`src/logic/rv_core_pkg.sv`:
```
package rv_core_pkg;

  // widths that carry a meaning
  typedef logic [31:0] xlen_t;     // data or address word
  typedef logic [31:0] inst_t;     // raw instruction word
  typedef logic [4:0]  reg_addr_t; // register index
  typedef logic [2:0]  funct3_t;   // load/store width selector
  typedef logic [3:0]  strb_t;     // apb byte strobe

  // major opcodes of the kept subset
  typedef enum logic [6:0] {
    op_imm    = 7'b001_0011,
    op_auipc  = 7'b001_0111,
    op_lui    = 7'b011_0111,
    op_jal    = 7'b110_1111,
    op_jalr   = 7'b110_0111,
    op_load   = 7'b000_0011,
    op_store  = 7'b010_0011,
    op_system = 7'b111_0011
  } opcode_e;

  // write-back source
  typedef enum logic [1:0] {
    wb_sum   = 2'd0, // adder result
    wb_imm_u = 2'd1, // lui
    wb_link  = 2'd2, // pc + 4
    wb_load  = 2'd3  // extended load data
  } wb_sel_e;

  // funct3 width codes shared by loads and stores
  localparam funct3_t f3_byte   = 3'b000;
  localparam funct3_t f3_half   = 3'b001;
  localparam funct3_t f3_word   = 3'b010;
  localparam funct3_t f3_byte_u = 3'b100;
  localparam funct3_t f3_half_u = 3'b101;

  // the only system instruction kept
  localparam inst_t ebreak_inst = 32'h0010_0073;

  // apb master phases
  typedef enum logic [1:0] {
    st_idle   = 2'd0,
    st_setup  = 2'd1,
    st_access = 2'd2
  } lsu_state_e;

endpackage
```
`src/logic/rv_mem_if.sv`:
```
`timescale 1ns/10ps

// request/response path from the datapath to the load/store unit
interface rv_mem_if import rv_core_pkg::*; ();

  logic    req;    // held until done
  logic    we;     // store when high
  xlen_t   addr;   // byte address from the adder
  xlen_t   wdata;  // rs2, not yet lane shifted
  funct3_t funct3; // access width and sign
  xlen_t   rdata;  // aligned, extended load result
  logic    done;   // single cycle completion

  modport core (
    output req, we, addr, wdata, funct3,
    input  rdata, done
  );

  modport lsu (
    input  req, we, addr, wdata, funct3,
    output rdata, done
  );

endinterface

```
`src/logic/rv_core_top.sv`:
```
`timescale 1ns/10ps

module rv_core_top import rv_core_pkg::*; #(
  parameter xlen_t RESET_PC = 32'h8000_0000
) (
  input  logic  clk,
  input  logic  arst_n,
  input  inst_t inst,
  input  xlen_t prdata,
  input  logic  pready,
  output xlen_t pc,
  output logic  halted,
  output logic  psel,
  output logic  penable,
  output logic  pwrite,
  output xlen_t paddr,
  output xlen_t pwdata,
  output strb_t pstrb
);

  reg_addr_t rs1, rs2, rd;
  funct3_t   funct3;
  xlen_t     imm;
  logic      use_pc, reg_we, mem_req, mem_we, jump, is_ebreak;
  wb_sel_e   wb_sel;

  xlen_t rs1_data, rs2_data;
  xlen_t sum;      // the one adder
  xlen_t pc_plus4;
  xlen_t next_pc;
  xlen_t wb_data;
  logic  retire;   // instruction finishes this cycle
  logic  rf_we;

  rv_mem_if u_mem_if ();

  rv_decoder u_rv_decoder (
    .inst      (inst),
    .rs1       (rs1),
    .rs2       (rs2),
    .rd        (rd),
    .funct3    (funct3),
    .imm       (imm),
    .use_pc    (use_pc),
    .reg_we    (reg_we),
    .wb_sel    (wb_sel),
    .mem_req   (mem_req),
    .mem_we    (mem_we),
    .jump      (jump),
    .is_ebreak (is_ebreak)
  );

  rv_regfile u_rv_regfile (
    .clk    (clk),
    .arst_n (arst_n),
    .we     (rf_we),
    .waddr  (rd),
    .raddr1 (rs1),
    .raddr2 (rs2),
    .wdata  (wb_data),
    .rdata1 (rs1_data),
    .rdata2 (rs2_data)
  );

  rv_lsu u_rv_lsu (
    .clk     (clk),
    .arst_n  (arst_n),
    .mem     (u_mem_if.lsu),
    .psel    (psel),
    .penable (penable),
    .pwrite  (pwrite),
    .paddr   (paddr),
    .pwdata  (pwdata),
    .pstrb   (pstrb),
    .prdata  (prdata),
    .pready  (pready)
  );

  assign sum      = (use_pc ? pc : rs1_data) + imm;
  assign pc_plus4 = pc + 32'd4;
  assign next_pc  = jump ? {sum[31:1], 1'b0} : pc_plus4; // jalr drops bit 0

  // memory request, held steady while pc stalls
  assign u_mem_if.req    = mem_req && !halted;
  assign u_mem_if.we     = mem_we;
  assign u_mem_if.addr   = sum;
  assign u_mem_if.wdata  = rs2_data;
  assign u_mem_if.funct3 = funct3;

  // loads and stores wait for done, ebreak never retires
  assign retire = !halted && !is_ebreak && (!mem_req || u_mem_if.done);
  assign rf_we  = reg_we && retire;

  always_comb begin
    case (wb_sel)
      wb_imm_u: wb_data = imm;
      wb_link:  wb_data = pc_plus4;
      wb_load:  wb_data = u_mem_if.rdata;
      default:  wb_data = sum;
    endcase
  end

  always_ff @(posedge clk or negedge arst_n) begin
    if (!arst_n) begin
      pc     <= RESET_PC;
      halted <= 1'b0;
    end else begin
      if (retire) begin
        pc <= next_pc;
      end
      if (is_ebreak) begin
        halted <= 1'b1; // sticky until reset
      end
    end
  end

endmodule

```
`src/logic/rv_lsu.sv`:
```
`timescale 1ns/10ps

module rv_lsu import rv_core_pkg::*; (
  input  logic  clk,
  input  logic  arst_n,
  rv_mem_if.lsu mem,
  output logic  psel,
  output logic  penable,
  output logic  pwrite,
  output xlen_t paddr,
  output xlen_t pwdata,
  output strb_t pstrb,
  input  xlen_t prdata,
  input  logic  pready
);

  lsu_state_e state;
  lsu_state_e state_nxt;
  logic [4:0] shamt;    // lane offset in bits
  strb_t      st_strb;
  xlen_t      rd_shift; // addressed lane moved down to bit 0

  // phase sequencing
  always_ff @(posedge clk or negedge arst_n) begin
    if (!arst_n) begin
      state <= st_idle;
    end else begin
      state <= state_nxt;
    end
  end

  always_comb begin
    state_nxt = state;
    case (state)
      st_idle: begin
        if (mem.req) begin
          state_nxt = st_setup;
        end
      end
      st_setup: state_nxt = st_access;
      st_access: begin
        if (pready) begin
          state_nxt = st_idle; // transfer completes on this edge
        end
      end
      default: state_nxt = st_idle;
    endcase
  end

  assign psel    = (state == st_setup) || (state == st_access);
  assign penable = (state == st_access);
  assign mem.done = (state == st_access) && pready;

  // payload follows the request, which the core holds steady
  assign shamt  = {mem.addr[1:0], 3'b000};
  assign paddr  = {mem.addr[31:2], 2'b00};
  assign pwrite = mem.we;
  assign pwdata = mem.wdata << shamt;

  // byte lanes touched by a store
  always_comb begin
    case (mem.funct3)
      f3_byte: st_strb = strb_t'(4'b0001 << mem.addr[1:0]);
      f3_half: st_strb = mem.addr[1] ? 4'b1100 : 4'b0011;
      f3_word: st_strb = 4'b1111;
      default: st_strb = 4'b0000;
    endcase
  end

  assign pstrb = mem.we ? st_strb : '0; // reads drive no strobe

  // load extract and extend
  assign rd_shift = prdata >> shamt;

  always_comb begin
    case (mem.funct3)
      f3_byte:   mem.rdata = {{24{rd_shift[7]}}, rd_shift[7:0]};
      f3_half:   mem.rdata = {{16{rd_shift[15]}}, rd_shift[15:0]};
      f3_byte_u: mem.rdata = {24'h00_0000, rd_shift[7:0]};
      f3_half_u: mem.rdata = {16'h0000, rd_shift[15:0]};
      default:   mem.rdata = prdata; // lw
    endcase
  end

endmodule

```
`src/logic/rv_regfile.sv`:
```
`timescale 1ns/10ps

module rv_regfile import rv_core_pkg::*; (
  input  logic      clk,
  input  logic      arst_n,
  input  logic      we,
  input  reg_addr_t waddr,
  input  reg_addr_t raddr1,
  input  reg_addr_t raddr2,
  input  xlen_t     wdata,
  output xlen_t     rdata1,
  output xlen_t     rdata2
);

  // x0 has no storage
  xlen_t regs [1:31];

  always_ff @(posedge clk or negedge arst_n) begin
    if (!arst_n) begin
      for (int i = 1; i < 32; i++) begin
        regs[i] <= '0;
      end
    end else if (we && (waddr != '0)) begin
      regs[waddr] <= wdata;
    end
  end

  // combinational reads, x0 reads as zero
  assign rdata1 = (raddr1 == '0) ? '0 : regs[raddr1];
  assign rdata2 = (raddr2 == '0) ? '0 : regs[raddr2];

endmodule

```
`src/logic/rv_decoder.sv`:
```
`timescale 1ns/10ps

module rv_decoder import rv_core_pkg::*; (
  input  inst_t     inst,
  output reg_addr_t rs1,
  output reg_addr_t rs2,
  output reg_addr_t rd,
  output funct3_t   funct3,
  output xlen_t     imm,
  output logic      use_pc,    // adder takes pc instead of rs1
  output logic      reg_we,
  output wb_sel_e   wb_sel,
  output logic      mem_req,
  output logic      mem_we,
  output logic      jump,
  output logic      is_ebreak
);

  opcode_e opcode;
  xlen_t   imm_i;
  xlen_t   imm_s;
  xlen_t   imm_u;
  xlen_t   imm_j;

  // fixed field positions
  assign opcode = opcode_e'(inst[6:0]);
  assign rd     = inst[11:7];
  assign funct3 = inst[14:12];
  assign rs1    = inst[19:15];
  assign rs2    = inst[24:20];

  // immediates, sign bit always inst[31]
  assign imm_i = {{20{inst[31]}}, inst[31:20]};
  assign imm_s = {{20{inst[31]}}, inst[31:25], inst[11:7]};
  assign imm_u = {inst[31:12], 12'h000};
  assign imm_j = {{12{inst[31]}}, inst[19:12], inst[20], inst[30:21], 1'b0};

  always_comb begin
    // anything unmatched retires as a no-op
    imm       = '0;
    use_pc    = 1'b0;
    reg_we    = 1'b0;
    wb_sel    = wb_sum;
    mem_req   = 1'b0;
    mem_we    = 1'b0;
    jump      = 1'b0;
    is_ebreak = 1'b0;

    case (opcode)
      op_imm: begin
        if (funct3 == 3'b000) begin // addi only
          imm    = imm_i;
          reg_we = 1'b1;
        end
      end
      op_auipc: begin
        imm    = imm_u;
        use_pc = 1'b1;
        reg_we = 1'b1;
      end
      op_lui: begin
        imm    = imm_u;
        reg_we = 1'b1;
        wb_sel = wb_imm_u;
      end
      op_jal: begin
        imm    = imm_j;
        use_pc = 1'b1;
        reg_we = 1'b1;
        wb_sel = wb_link;
        jump   = 1'b1;
      end
      op_jalr: begin
        if (funct3 == 3'b000) begin
          imm    = imm_i;
          reg_we = 1'b1;
          wb_sel = wb_link;
          jump   = 1'b1;
        end
      end
      op_load: begin
        if (funct3 inside {f3_byte, f3_half, f3_word, f3_byte_u, f3_half_u}) begin
          imm     = imm_i;
          reg_we  = 1'b1; // gated by done in the top
          wb_sel  = wb_load;
          mem_req = 1'b1;
        end
      end
      op_store: begin
        if (funct3 inside {f3_byte, f3_half, f3_word}) begin
          imm     = imm_s;
          mem_req = 1'b1;
          mem_we  = 1'b1;
        end
      end
      op_system: begin
        is_ebreak = (inst == ebreak_inst); // ecall etc. fall through as no-op
      end
      default: ;
    endcase
  end

endmodule

```
`config.mk`:
```
export PLATFORM = sky130hd
export DESIGN_NAME = rv_core_top
export DESIGN_NICKNAME = d
export VERILOG_FILES = /design/src/logic/rv_core_pkg.sv /design/src/logic/rv_mem_if.sv /design/src/logic/rv_core_top.sv /design/src/logic/rv_lsu.sv /design/src/logic/rv_regfile.sv /design/src/logic/rv_decoder.sv
export SDC_FILE = /design/constraint.sdc
export NUM_CORES = 2
export LEC_CHECK = 0
export BUFFER_PORTS_ARGS = -buffer_cell sky130_fd_sc_hd__buf_2
export CORE_ASPECT_RATIO = 0.8
export CORE_MARGIN = 5
export CORE_UTILIZATION = 51
export CTS_CLUSTER_SIZE = 14
export DETAILED_ROUTE_END_ITERATION = 8
export PLACE_DENSITY_LB_ADDON = 0.08
export SYNTH_ARGS = -nofsm -noshare
export SYNTH_HDL_FRONTEND = slang
export SYNTH_SLANG_ARGS = --single-unit
```
`constraint.sdc`:
```
create_clock -name clk -period 11.6 [get_ports clk]
set_input_delay 2.32 -clock clk [delete_from_list [all_inputs] [get_ports clk]]
set_output_delay 2.32 -clock clk [all_outputs]
set_load 0.01 [all_outputs]
```
# After elaboration in Yosys (flattened, before gate mapping)
# Index checks and enable logic that the tools add are counted.
totals:
  wordCells: 127
  register_bits: 1027
  out_inout_bits: 104
  in_bits: 67
op_classes:
  reduce_logical: 24
  add_sub_neg: 2
  bitwise_logic: 3
  order_cmp: 4
  n_shift: 3
  n_eq_ne: 20
  n_mux: 37
ops:
  columns: ["cell", "count"]
  rows:
  - ["$bwmux 992", 1]
  - ["$mux 32", 12]
  - ["$bmux 32 s5", 2]
  - ["$demux 32 s5", 1]
  - ["$pmux 32 s5", 1]
  - ["$pmux 32 s4", 1]
  - ["$pmux 32 s3", 1]
  - ["$add 32x3->32 const B", 1]
  - ["$add 32x32->32", 1]
  - ["$eq 32x21->1 const B", 1]
  - ["$shl 32x5->32", 1]
  - ["$shr 32x5->16", 1]
  - ["$eq 7x7->1 const B", 3]
  - ["$ge 6x6->1 const B", 3]
  - ["$not 5->6", 3]
  - ["$eq 7x5->1 const B", 2]
  - ["$eq 7x6->1 const B", 2]
  - ["$pmux 4 s3", 1]
  - ["$logic_not 5->1", 2]
  - ["$reduce_bool 5->1", 2]
  - ["$mux 2", 4]
  - ["$mux 4", 2]
  - ["$pmux 2 s4", 1]
  - ["$eq 7x2->1 const B", 1]
  - ["21 further kinds", 43]

# Depth between registers and ports, before layout
logic_depth:
  ltp_word: 11
  ltp_mapped: 30
  mapped_depth_nobuf: 19

# Cells and area by module
# A second synthesis with hierarchy kept.
unflattened:
  cells_unflattened: 4728
  hier_area_um2: 61078.6
by_module_without_submodules:
  columns: ["module", "area_each_um2", "seq_area_each_um2", "cells_per_inst", "n_inst"]
  rows:
  - ["rv_regfile", 53620.2, 24823.8, 3773, 1]
  - ["rv_core_top", 4951.0, 802.0, 570, 1]
  - ["rv_lsu", 1694.1, 50.0, 264, 1]
  - ["rv_decoder", 813.3, 0.0, 121, 1]

# Worst setup path before layout
# OpenSTA, ideal clock, no wires.
synth_timing:
  path_kind: "input -> output"
  start: "input inst[16]"
  end: "output paddr[24]"
  stages: 25
  n_path_buf: 8
  arrival_ns: 8.248
  t_required_ns: 9.280
  slack_ns: 1.032
  cell_sequence: "buf_4 buf_2 buf_2 clkbuf_1 buf_1 buf_1 clkbuf_1 mux4_2 mux4_2 mux2i_1 nor2_1 ha_1 fa_1 a211oi_1 o21ai_0 nand3_1 a311oi_1 a31oi_1 o31ai_1 a21oi_2 o211ai_2 a21oi_1 xor2_1 buf_2 inv_1"
synth_via:
  elab_chain_cells: 7
  elab_cells_between_ends: 9
  cone_classes: "add/sub (1); mux (6); bitwise (1); reduce/logical (1)"
synth_rtl:
  columns: ["element", "line", "text"]
  rows:
  - ["start: declaration", "rv_core_top.sv:8", "input inst_t inst,"]
  - ["$not 5->6 (not written as such)", "rv_regfile.sv:29", "assign rdata1 = (raddr1 == '0) ? '0 : regs[raddr1];"]
  - ["$bmux 32 s5", "rv_regfile.sv:29", null]
  - ["$mux 32 (not written as such) (2 in series)", "rv_regfile.sv:29", null]
  - ["$mux 32", "rv_regfile.sv:29", null]
  - ["$mux 32", "rv_core_top.sv:79", "assign sum = (use_pc ? pc : rs1_data) + imm;"]
  - ["$add 32x32->32 *", "rv_core_top.sv:79", null]
  - ["end: declaration", "rv_core_top.sv:16", "output xlen_t paddr,"]
# Every way passes the cells marked *; elsewhere a longest branch is shown, timed or not. The select of a mux whose other input is x is not followed.

# Worst setup path after layout
layout_timing:
  start: "input inst[15]"
  end: "output paddr[22]"
# Same word-level chain as after synthesis.

==> results.json <==
{
  "status": "completed",
  "dpl.cell_count": 6951,
  "startpoint_type": "primary input",
  "post-route-period-util": 0.926,
  "route.detailed.drc": 0,
  "r2r_setup_slack_ns": 4.26,
  "syn-instance-count": 5697,
  "drt-total-wl_um": 225000,
  "holdWs_ns": 0.498,
  "die_w_um": 391,
  "overflow": 0,
  "max_stage_delay_ns": 0.75,
  "port_buffers": 167,
  "cp-end-kind": "output pin",
  "io-pin-count": 171,
  "synth-xor-area-share": 0.00926,
  "tritoncts": "yes",
  "synth-main-ff-cell": "dfrtp_1",
  "die_y_um": 315,
  "switching_share": 0.277,
  "setup_ws_ns": 0.860,
  "die_area_um2": 123000,
  "ys_warn_count": 0,
  "track_usage": 0.364,
  "hold_viol": 0,
  "vias_per_cell": 6.71,
  "vdd_drop_max_v": 0.000127,
  "synth_compound_area_frac": 0.150,
  "grt_pass1_vias": 45300,
  "final-setup-viol-count": 0,
  "worstPathMaxFanout": 62,
  "drive_above_1_share": 0.215,
  "yosys.area_share.adder": 0.00731,
  "routabilityCongestion": 0.970,
  "p_leak_uw": 0.0281,
  "p_clk_frac": 0.436,
  "ant_nets": 0,
  "p_seq_frac": 0.448,
  "path_cells": "buf_8 > mux4_2 > mux4_2 > mux2i_1 > nor2_1 > ha_2 > fa_2 > a211oi_1 > o21ai_0 > nand3_1 > a311oi_1 > a31oi_1 > o31ai_1 > a21oi_2 > o21ai_2 > a21boi_2 > buf_4 > xnor2_1 > buf_2",
  "finClkSkew_ns": 0.0413,
  "tns_ns": 0,
  "crit_slowest_cell": "mux2i_1",
  "synth_area_um2": 59200,
  "placed_cell_area_um2": 61300,
  "finalNonFillerCells": 7163,
  "ys_ff_latch": 1026,
  "num_vias": 48100,
  "tightest_slew_ns": 1.42,
  "max_freq_ghz": 0.0931,
  "drt-initial-drc-count": 6446,
  "hold_buffers": 0,
  "clock_path_buffers": 3,
  "rsz0062_at_grt": "false",
  "syn_area_per_cell_um2": 10.4,
  "critPathTopFamily": "multiplexers",
  "synth_cell_types": 89,
  "hp-class": "reg -> reg",
  "cp.required_ns": 9.28,
  "path_clk_slew_ns": 0.05,
  "fin_nets": 5640,
  "dp_slack_ns": 0.969,
  "hpwl_um": 138000,
  "wire_per_inst_um": 31.4,
  "maxSlewHeadroom": 0.0427,
  "rows": 111,
  "power_switching_uw": 2380,
  "synth.yosys.seq_area_share": 0.434,
  "coreArea_um2": 115000,
  "h-tree-depth": 3,
  "cts_setup_buffers": 0,
  "path_class": "in -> out",
  "synth_top_family_by_area": "multiplexers",
  "clkLatencyLatePin_ns": 0.75,
  "synthToLayoutAreaGrowth_pct": 10.0,
  "ctsResizeCount": 0,
  "cts_buffers": 111,
  "combPwrFrac": 0.116,
  "p_int_uw": 6190,
  "critPathBufInv": 3,
  "synthMuxAreaShare": 0.243,
  "cts.sinks": 1026,
  "synth-simple-area-share": 0.117,
  "maxSlewViolCount": 0,
  "dr.pass1.iters": 8,
  "power_density_nw_per_um2": 132,
  "antenna_found_initial": 10,
  "ys_async_sr_fraction": 1.00,
  "cts-root-buf": "clkbuf_16",
  "design_area_um2": 65100,
  "crit_path_frequent_cell": "mux4_2",
  "grt_pass1_wl_um": 328000,
  "synth-edff-count": 0,
  "grt_start_max_net_pins": 164,
  "arrival_ns": 8.42,
  "maxCapViolations": 0,
  "period_needed_ns": 10.74,
  "start_util": 0.515
}
cells by family (layout without fill, tap and decap cells):
group                      after synthesis  after routing
DFF                                   1026           1026
AOI/OAI and AO/OA                     1548           1548
buffers and inverters                  597            530
xor gates and xnor gates                60             60
and+or+nand+nor                       1663           1663
other                                    1              9
muxes                                  768            768
adders and majority gates               34             34
power groups by stage:
stage	registers (µW)	clock network, µW	logic [µW]
after CTS	3830	3770	990
after global routing	3840	3920	1070
final	3840	3730	997
after global placement	3890	0	979
after floorplan	3840	0	587
after detailed placement	3900	0	988
per-layer routing:
metal  GRT usage  share of wire  vias to the layer above
li1            -              -                    20500
met1       0.532           0.41                    24300
met2       0.522           0.43                     2755
met3       0.102           0.12                      511
met4       0.136          0.044                       10
met5           0         0.0013                        -
final timing paths:
path	start	depth (start not counted)	endpoint
setup reg to reg	u_rv_regfile.regs[96]$_DFFE_PN0P_	18	u_rv_regfile.regs[56]$_DFFE_PN0P_
min in group asynchronous	arst_n	1	u_rv_regfile.regs[741]$_DFFE_PN0P_
setup / recovery	inst[15]	19	paddr[22]
max in group asynchronous	arst_n	3	u_rv_regfile.regs[825]$_DFFE_PN0P_
hold reg to reg	u_rv_regfile.regs[275]$_DFFE_PN0P_	2	u_rv_regfile.regs[275]$_DFFE_PN0P_
hold / removal	u_rv_regfile.regs[275]$_DFFE_PN0P_	2	u_rv_regfile.regs[275]$_DFFE_PN0P_
worst min-delay path, cell delays in order, from the launching register on:
cell,delay (ns)
dfrtp_1,0.35
nand2_1,0.05
o21ai_0,0.06
flip-flops by register name, summed over array words and instances (netlist names):
signal,flops
u_rv_regfile.regs,992
u_rv_lsu.state,2
halted,1
pc,31
synthesized netlist by cell type (9+ instances only):
cell / instances / area [µm²]
nand4_1: 10 / 62.6
xor2_1: 27 / 236
nor3_1: 59 / 295
o21ai_0: 926 / 4630
a31oi_1: 22 / 138
a21o_1: 37 / 278
o21ai_1: 42 / 210
nand3_1: 74 / 370
mux2i_1: 164 / 1640
and2_1: 12 / 75.1
xnor2_1: 30 / 263
mux2_2: 75 / 845
ha_1: 33 / 413
mux4_2: 529 / 11900
o21a_1: 9 / 67.6
nor2_1: 299 / 1120
clkbuf_1: 450 / 1690
nor2b_1: 15 / 93.8
o31a_1: 9 / 78.8
o2bb2ai_1: 10 / 87.6
buf_2: 42 / 210
a22o_1: 69 / 604
o221ai_1: 15 / 131
a21oi_2: 31 / 272
a21oi_1: 201 / 1010
or3_1: 70 / 438
o211ai_1: 22 / 165
o22ai_1: 70 / 438
nand2_1: 1063 / 3990
a211oi_1: 11 / 82.6
dfrtp_1: 1025 / 25600
buf_1: 60 / 225
inv_1: 27 / 101
o31ai_1: 17 / 128
cell usage in the layout, fill, tap and decap left out, types with 9 or more instances in the layout:
cell       synthesis  routed
a211oi_1          11      11
a21o_1            37      36
a21oi_1          201     194
a21oi_2           31      36
a22o_1            69      69
a31oi_1           22      21
and2_1            12      12
buf_12             0      10
buf_2             42     156
buf_4              5     124
clkbuf_1         450      26
clkbuf_16          0     113
clkbuf_8           0      31
clkinv_2           0      18
dfrtp_1         1025    1025
ha_1              33      32
inv_1             27      26
mux2_2            75      75
mux2i_1          164     163
mux4_2           529     529
nand2_1         1063    1032
nand2_4            0      30
nand3_1           74      74
nand4_1           10      10
nor2_1           299     297
nor2b_1           15      13
nor3_1            59      58
o211ai_1          22      22
o21ai_0          926     919
o21ai_1           42      42
o221ai_1          15      15
o22ai_1           70      65
o2bb2ai_1         10      10
o31a_1             9       9
o31ai_1           17      16
or3_1             70      70
xnor2_1           30      30
xor2_1            27      27
area by class of cell:
cell class                      count  area (µm²)
Antenna cell                        6        15.0
Clock buffer                      170        3350
Clock inverter                     36         448
Fill cell                        9922       49700
Inverter                           28         105
Multi-Input combinational cell   4076       31600
Sequential cell                  1026       25700
Tap cell                         1525        1910
Timing Repair Buffer              296        2000
through the flow:
stage	total power (µW)	utilization
2_1_floorplan	4420	-
3_3_place_gp	4870	0.534
3_5_place_dp	4880	0.534
4_1_cts	8590	0.567
5_1_grt	8830	0.567
6_report	8570	0.567
(Power assumes the default switching activity.)
